$ cat config.mk
export PLATFORM = sky130hd
export DESIGN_NAME = pwm_timer
export DESIGN_NICKNAME = d
export VERILOG_FILES = /design/src/pwm_timer_pkg.sv /design/src/pwm_timer.sv /design/src/pwm_compare.sv /design/src/up_down_counter.sv /design/src/event_prescaler.sv /design/src/timer_ctrl.sv
export VERILOG_INCLUDE_DIRS = /design/src /design/src/src
export SDC_FILE = /design/constraint.sdc
export NUM_CORES = 1
export LEC_CHECK = 0
export BUFFER_PORTS_ARGS = -buffer_cell sky130_fd_sc_hd__buf_4
export CORE_MARGIN = 2
export CORE_UTILIZATION = 45
export DETAILED_ROUTE_END_ITERATION = 6
export GPL_TIMING_DRIVEN = 0
export PLACE_DENSITY = 0.72
export SLEW_MARGIN = 20
export SYNTH_ARGS = -nofsm -noshare
export SYNTH_HDL_FRONTEND = slang
export SYNTH_SLANG_ARGS = --single-unit
export TNS_END_PERCENT = 5
$ cat constraint.sdc
create_clock -name clk_i -period 8.8 [get_ports clk_i]
set_input_delay 1.32 -clock clk_i [delete_from_list [all_inputs] [get_ports clk_i]]
set_output_delay 1.32 -clock clk_i [all_outputs]
set_load 0.03 [all_outputs]
$ cat src/pwm_timer_settings.svh
`ifndef PWM_TIMER_SETTINGS_SVH
`define PWM_TIMER_SETTINGS_SVH

// Counter, start, end and threshold width
`define PWM_CNT_BITS 16

// Prescaler ratio width, divides by ratio + 1
`define PWM_PRESC_BITS 8

`endif
$ cat src/pwm_timer_pkg.sv
`default_nettype none

`include "pwm_timer_settings.svh"

package pwm_timer_pkg;

	typedef enum logic [1:0] {
		CMD_START  = 2'd0,
		CMD_STOP   = 2'd1,
		CMD_UPDATE = 2'd2,
		CMD_RESET  = 2'd3
	} timer_cmd_e;

	typedef enum logic {
		OUT_LEVEL  = 1'b0,
		OUT_TOGGLE = 1'b1
	} out_mode_e;

	typedef enum logic [1:0] {
		ST_IDLE = 2'd0,
		ST_EXEC = 2'd1,
		ST_ACK  = 2'd2
	} ctrl_state_e;

	typedef struct packed {
		logic                       sawtooth;
		logic [`PWM_CNT_BITS-1:0]   start;
		logic [`PWM_CNT_BITS-1:0]   stop_val;
		logic [`PWM_CNT_BITS-1:0]   threshold;
		logic [`PWM_PRESC_BITS-1:0] presc;
		out_mode_e                  mode;
	} timer_cfg_t;

	// Value is the count after the last applied event
	typedef struct packed {
		logic [`PWM_CNT_BITS-1:0] value;
		logic                     evt;
		logic                     period_end;
	} cnt_status_t;

endpackage

`default_nettype wire

$ cat src/pwm_timer.sv
`timescale 1ns/1ps
`default_nettype none

`include "pwm_timer_settings.svh"

module pwm_timer import pwm_timer_pkg::*; (
	input  wire logic                  clk_i,
	input  wire logic                  rstn_i,
	input  wire logic                  cmd_req_i,
	input  wire timer_cmd_e            cmd_i,
	input  wire timer_cfg_t            cfg_i,
	input  wire logic                  tick_i,
	output logic                       cmd_ack_o,
	output logic                       pwm_o,
	output logic [`PWM_CNT_BITS-1:0]   count_o,
	output logic                       period_end_o
);
	logic        active;
	logic        upd;
	logic        rst_cnt;
	logic        cnt_evt;
	timer_cfg_t  cfg_held;
	cnt_status_t status;

	timer_ctrl u_ctrl (
		.clk_i     (clk_i),
		.rstn_i    (rstn_i),
		.cmd_req_i (cmd_req_i),
		.cmd_i     (cmd_i),
		.cfg_i     (cfg_i),
		.cmd_ack_o (cmd_ack_o),
		.active_o  (active),
		.upd_o     (upd),
		.rst_cnt_o (rst_cnt),
		.cfg_o     (cfg_held)
	);

	event_prescaler u_presc (
		.clk_i    (clk_i),
		.rstn_i   (rstn_i),
		.active_i (active),
		.tick_i   (tick_i),
		.presc_i  (cfg_held.presc),
		.evt_o    (cnt_evt)
	);

	up_down_counter u_counter (
		.clk_i           (clk_i),
		.rstn_i          (rstn_i),
		.cfg_i           (cfg_held),
		.ctrl_update_i   (upd),
		.ctrl_rst_i      (rst_cnt),
		.ctrl_active_i   (active),
		.counter_event_i (cnt_evt),
		.status_o        (status)
	);

	pwm_compare u_compare (
		.clk_i       (clk_i),
		.rstn_i      (rstn_i),
		.status_i    (status),
		.threshold_i (cfg_held.threshold),
		.mode_i      (cfg_held.mode),
		.pwm_o       (pwm_o)
	);

	assign count_o      = status.value;
	assign period_end_o = status.period_end;

endmodule

`default_nettype wire

$ cat src/pwm_compare.sv
`timescale 1ns/1ps
`default_nettype none

`include "pwm_timer_settings.svh"

module pwm_compare import pwm_timer_pkg::*; (
	input  wire logic                     clk_i,
	input  wire logic                     rstn_i,
	input  wire cnt_status_t              status_i,
	input  wire logic [`PWM_CNT_BITS-1:0] threshold_i,
	input  wire out_mode_e                mode_i,
	output logic                          pwm_o
);
	logic s_below;
	logic s_hit;

	assign s_below = (status_i.value < threshold_i);

	// Only a freshly applied count may toggle
	assign s_hit = status_i.evt && (status_i.value == threshold_i);

	always_ff @(posedge clk_i or negedge rstn_i) begin : proc_pwm
		if (!rstn_i) begin
			pwm_o <= 1'b0;
		end else begin
			case (mode_i)
				OUT_LEVEL: pwm_o <= s_below;
				OUT_TOGGLE: begin
					if (s_hit)
						pwm_o <= !pwm_o;
				end
				default: pwm_o <= s_below;
			endcase
		end
	end

endmodule

`default_nettype wire

$ cat src/up_down_counter.sv
`timescale 1ns/1ps
`default_nettype none

`include "pwm_timer_settings.svh"

module up_down_counter import pwm_timer_pkg::*; (
	input  wire logic       clk_i,
	input  wire logic       rstn_i,
	input  wire timer_cfg_t cfg_i,
	input  wire logic       ctrl_update_i,
	input  wire logic       ctrl_rst_i,
	input  wire logic       ctrl_active_i,
	input  wire logic       counter_event_i,
	output cnt_status_t     status_o
);
	logic [`PWM_CNT_BITS-1:0] r_value;
	logic [`PWM_CNT_BITS-1:0] r_start;
	logic [`PWM_CNT_BITS-1:0] r_end;
	logic                     r_direction;  // set while counting down
	logic                     r_sawtooth;
	logic                     r_pending;
	logic                     r_evt;
	logic                     r_period_end;

	logic [`PWM_CNT_BITS-1:0] s_value;
	logic [`PWM_CNT_BITS-1:0] s_dec;
	logic                     s_direction;
	logic                     s_wrap;
	logic                     s_step;
	logic                     s_load;

	assign s_step = counter_event_i & ctrl_active_i;
	assign s_dec  = r_value - 1'b1;

	// Next count for one applied event
	always_comb begin : proc_next
		s_value     = r_value + 1'b1;
		s_direction = r_direction;
		s_wrap      = 1'b0;
		if (r_sawtooth) begin
			if (r_value == r_end) begin
				s_value = r_start;
				s_wrap  = 1'b1;
			end
		end else if (r_start == r_end) begin
			// Degenerate triangle stays put
			s_value = r_start;
			s_wrap  = 1'b1;
		end else if (r_direction || (r_value == r_end)) begin
			s_value     = s_dec;
			s_direction = (s_dec != r_start);
			s_wrap      = (s_dec == r_start);
		end
	end

	// Reload at once when stopped, else on the event closing the period
	assign s_load = ctrl_rst_i
		|| (ctrl_update_i && !ctrl_active_i)
		|| (s_step && s_wrap && (r_pending || ctrl_update_i));

	always_ff @(posedge clk_i or negedge rstn_i) begin : proc_regs
		if (!rstn_i) begin
			r_value      <= '0;
			r_start      <= '0;
			r_end        <= '0;
			r_direction  <= 1'b0;
			r_sawtooth   <= 1'b1;
			r_pending    <= 1'b0;
			r_evt        <= 1'b0;
			r_period_end <= 1'b0;
		end else begin
			r_pending    <= (r_pending || ctrl_update_i) && !s_load;
			r_evt        <= s_step;
			r_period_end <= s_step && s_wrap;
			if (s_load) begin
				r_value     <= cfg_i.start;
				r_start     <= cfg_i.start;
				r_end       <= cfg_i.stop_val;
				r_sawtooth  <= cfg_i.sawtooth;
				r_direction <= 1'b0;
			end else if (s_step) begin
				r_value     <= s_value;
				r_direction <= s_direction;
			end
		end
	end

	assign status_o = '{value: r_value, evt: r_evt, period_end: r_period_end};

endmodule

`default_nettype wire

$ cat src/event_prescaler.sv
`timescale 1ns/1ps
`default_nettype none

`include "pwm_timer_settings.svh"

module event_prescaler (
	input  wire logic                       clk_i,
	input  wire logic                       rstn_i,
	input  wire logic                       active_i,
	input  wire logic                       tick_i,
	input  wire logic [`PWM_PRESC_BITS-1:0] presc_i,
	output logic                            evt_o
);
	// Ticks still needed before the next event
	logic [`PWM_PRESC_BITS-1:0] r_remain;

	always_ff @(posedge clk_i or negedge rstn_i) begin : proc_presc
		if (!rstn_i) begin
			r_remain <= '0;
			evt_o    <= 1'b0;
		end else begin
			evt_o <= 1'b0;
			if (!active_i) begin
				r_remain <= presc_i;
			end else if (tick_i) begin
				if (r_remain == '0) begin
					r_remain <= presc_i;
					evt_o    <= 1'b1;
				end else begin
					r_remain <= r_remain - 1'b1;
				end
			end
		end
	end

endmodule

`default_nettype wire

$ cat src/timer_ctrl.sv
`timescale 1ns/1ps
`default_nettype none

`include "pwm_timer_settings.svh"

module timer_ctrl import pwm_timer_pkg::*; (
	input  wire logic       clk_i,
	input  wire logic       rstn_i,
	input  wire logic       cmd_req_i,
	input  wire timer_cmd_e cmd_i,
	input  wire timer_cfg_t cfg_i,
	output logic            cmd_ack_o,
	output logic            active_o,
	output logic            upd_o,
	output logic            rst_cnt_o,
	output timer_cfg_t      cfg_o
);
	ctrl_state_e r_state;

	always_ff @(posedge clk_i or negedge rstn_i) begin : proc_fsm
		if (!rstn_i) begin
			r_state   <= ST_IDLE;
			cmd_ack_o <= 1'b0;
			active_o  <= 1'b0;
			upd_o     <= 1'b0;
			rst_cnt_o <= 1'b0;
			cfg_o     <= '0;
		end else begin
			// Pulses last a single cycle
			upd_o     <= 1'b0;
			rst_cnt_o <= 1'b0;
			case (r_state)
				ST_IDLE: begin
					if (cmd_req_i)
						r_state <= ST_EXEC;
				end
				ST_EXEC: begin
					case (cmd_i)
						CMD_START: active_o <= 1'b1;
						CMD_STOP:  active_o <= 1'b0;
						CMD_UPDATE: begin
							upd_o <= 1'b1;
							cfg_o <= cfg_i;
						end
						CMD_RESET: begin
							active_o  <= 1'b0;
							rst_cnt_o <= 1'b1;
						end
						default: active_o <= active_o;
					endcase
					cmd_ack_o <= 1'b1;
					r_state   <= ST_ACK;
				end
				ST_ACK: begin
					// Hold ack until the requester lets go
					if (!cmd_req_i) begin
						cmd_ack_o <= 1'b0;
						r_state   <= ST_IDLE;
					end
				end
				default: r_state <= ST_IDLE;
			endcase
		end
	end

endmodule

`default_nettype wire

==> impl_metrics.toml <==
[status]
outcome = "completed"

[die]
core_area_um2 = 16000
die_h_um = 133
std_cell_rows = 46
io_pins = 83
initial_core_util_pct = 46.4
die_area_um2 = 17600
die_width_um = 133

[detailed_routing]
vias_per_cell = 5.64
ant_nets = 0
wl_per_cell_um = 18.8
vias = 5784
drt_iter0_drc = 375
drc = 0
routed_wl_mm = 19.3
drt_pass1_iterations = 6

[global_route]
overflow = 0
first_global_vias = 5789
grt_pass1_wl_mm = 31.2
grt_usage_pct = 22.9
antenna_found_initial = 0
grt_max_degree = 82

[worst_setup_path]
path_buf_inv = 4
cp-end-kind = "flop"
critical_path.top_delay_family = "simple AND/OR/NAND/NOR gates"
crit_path_max_incr_delay_ps = 640
crit_required_ps = 9110
worstSetupPathType = "reg2reg"
cp_slowest_cell = "o41ai_4"
cp_max_fo = 10
worstPathArrival_ps = 4640
critPathLaunchType = "flop"
worstPathCellList = "buf_2 -> inv_1 -> ha_1 -> nor3b_2 -> and4b_1 -> clkbuf_1 -> xnor2_1 -> o2111ai_2 -> nor4_4 -> a21oi_2 -> o41ai_4 -> buf_6 -> mux2_4"

[power_and_ir_drop]
clkPwrFrac_pct = 21.6
p_per_area_nw_per_um2 = 381
power_leakage_nw = 3.89
finalPower_mw = 3.43
p_int_mw = 2.08
ir_drop_mv = 0.167
p_sw_mw = 1.34
seqPwrFrac_pct = 33.3
sw_frac_of_total_pct = 39.2
power_frac_comb_pct = 45.0

[synthesis]
yosysSeqAreaShare_pct = 42.8
async_flop_share_pct = 100
yosysWarnings = 0
synth_cells = 694
synth_ff_type = "dfrtp_1"
syn_nets = 778
avgSynthCellArea_um2 = 10.7
synth.distinct_cells = 67
ys_seq_elements = 127
synth-edff-count = 0
netlist_area_um2 = 7430

[cts]
cts_max_level = 4
cts_resized = 0
clockBufferDepth = 2
cts.sinks = 127
clk_latency_ps = 430
cts_buffers = 17
holdBufCountCts = 0
clk_pin_slew_ps = 60
cts_tree = "yes"
post-cts-setup-buffers = 0
clockRootBuffer = "clkbuf_16"

[final_layout]
final_common_cell = "dfrtp_1"
mostFrequentLayoutCells = "dfrtp_1 (126), buf_4 (81), xnor2_1 (52), o21ai_0 (50), nand2_1 (47)"
drive_gt1_share_pct = 28.3
final_nets = 880
syn2layout_area_growth_pct = 20.9
instances_no_fill = 1025
antenna_cells = 0
fin_util_pct = 56.2

[sta]
min_period_ps = 4330
hold_violations = 0
setup_viol = 0
fin_hold_ws_ps = 483
skew_ps = 8.00
post-route-period-util_pct = 49.3
rsz0062_at_grt = "no"
tightest_slew_ps = 937
relSlewSlack_pct = 37.0
drv_slew = 0
setup_tns_ps = 0
clock.fmax_ghz = 0.231

[flow_run]
cap_violations = 0

[place]
dp_cells = 993
port_buffers = 82
post-dp-hpwl_mm = 14.1
place_congestion = 0.982

[min_path]
hp-class = "reg2reg"
==> flip-flops by register name, summed over array words and instances, names as in the netlist, 2 cells and up <==
signal / flops
u_ctrl.cfg_o: 58
u_counter.r_end: 16
u_counter.r_start: 16
u_counter.r_value: 16
u_presc.r_remain: 8
u_ctrl.r_state: 2
==> power by group through the flow <==
stage               sequential [mW]  combinational, mW  clock, mW
global placement               1.14               1.50          0
finish                         1.14               1.54      0.742
global route                   1.18               1.70      0.781
floorplan                      1.12               1.11          0
CTS                            1.14               1.54      0.752
detailed placement             1.15               1.53          0
==> routing by layer <==
| layer | GRT usage [%] | vias to the layer above | wire length (µm) |
|---|---|---|---|
| met5 | 0 | - | 0 |
| met3 | 5.33 | 52 | 1580 |
| met2 | 34.7 | 257 | 8670 |
| met1 | 30.7 | 2769 | 8430 |
| li1 | - | 2706 | - |
| met4 | 11.8 | 0 | 602 |
==> per-stage QoR <==
stage | setup WS [ps] | area [µm²]
2_1_floorplan | 5120 | 7430
3_3_place_gp | 4540 | 8320
3_5_place_dp | 4550 | 8350
4_1_cts | 4480 | 8970
5_1_grt | 4300 | 8980
6_report | 4470 | 8980
==> cell families after synthesis <==
logic type	share of synthesized area, %
simple gates	11.8
compound gates	13.0
flops	42.8
mux	16.6
buf+inv	4.87
xor+xnor	7.66
fa+ha+maj	3.37
==> Yosys cell counts (3+ instances only) <==
| cell type | number | share of area (%) |
|---|---|---|
| nor2b_1 | 9 | 0.76 |
| o211ai_1 | 5 | 0.51 |
| buf_2 | 7 | 0.47 |
| buf_6 | 8 | 1.2 |
| nor2_1 | 25 | 1.3 |
| mux2i_1 | 7 | 0.94 |
| dfrtp_1 | 126 | 42 |
| a211oi_1 | 4 | 0.40 |
| a22oi_1 | 11 | 1.1 |
| nand4_1 | 16 | 1.3 |
| mux2_2 | 45 | 6.8 |
| inv_1 | 31 | 1.6 |
| o21ai_0 | 50 | 3.4 |
| a221o_1 | 3 | 0.40 |
| xnor2_1 | 52 | 6.1 |
| o2111ai_1 | 3 | 0.35 |
| xor2_1 | 13 | 1.5 |
| o311ai_0 | 3 | 0.35 |
| a32oi_1 | 3 | 0.35 |
| clkbuf_1 | 30 | 1.5 |
| mux2_4 | 40 | 8.1 |
| ha_1 | 20 | 3.4 |
| and3_1 | 8 | 0.67 |
| nor3_1 | 12 | 0.81 |
| nand2_1 | 47 | 2.4 |
| o22ai_1 | 3 | 0.25 |
| nand2b_1 | 4 | 0.34 |
| a21oi_1 | 33 | 2.2 |
| nor4_1 | 7 | 0.59 |
| or4_1 | 3 | 0.30 |
| nand3_1 | 11 | 0.74 |
| o21a_1 | 5 | 0.51 |
| nand3b_1 | 3 | 0.30 |
| mux2_1 | 5 | 0.76 |
==> path summary, 6_finish.rpt <==
| kind | to | cells past startpoint | slack, ps | startpoint |
|---|---|---|---|---|
| worst max-delay path | u_counter.r_value[6] | 13 | 4470 | u_counter.r_value[0] |
| worst min-delay path | u_counter.r_sawtooth | 1 | 480 | u_ctrl.cfg_o[57] |
| worst max register to register | u_counter.r_value[6] | 13 | 4470 | u_counter.r_value[0] |
| worst min register to register | u_counter.r_sawtooth | 1 | 480 | u_ctrl.cfg_o[57] |
| max in group asynchronous | u_counter.r_start[7] | 2 | 7310 | rstn_i |
| min in group asynchronous | u_ctrl.cfg_o[17] | 1 | 780 | rstn_i |
==> final cells by class <==
type,count,area (µm²)
clock buffers,19,433
inverters,31,116
clock inverters,13,189
plain buffers,47,245
multi-input cells,489,3900
fillers,1444,7020
well taps,216,270
flip-flops and latches,127,3180
repair buffers,83,651
==> worst reg2reg max path, stage by stage (launching register included) <==
cell and delay (ps):
dfrtp_1 410, buf_2 210, inv_1 140, ha_1 250, nor3b_2 490, and4b_1 280
clkbuf_1 210, xnor2_1 170, o2111ai_2 180, nor4_4 460, a21oi_2 150, o41ai_4 640
buf_6 290, mux2_4 330
No activity file was read; power rests on OpenSTA's default activity.
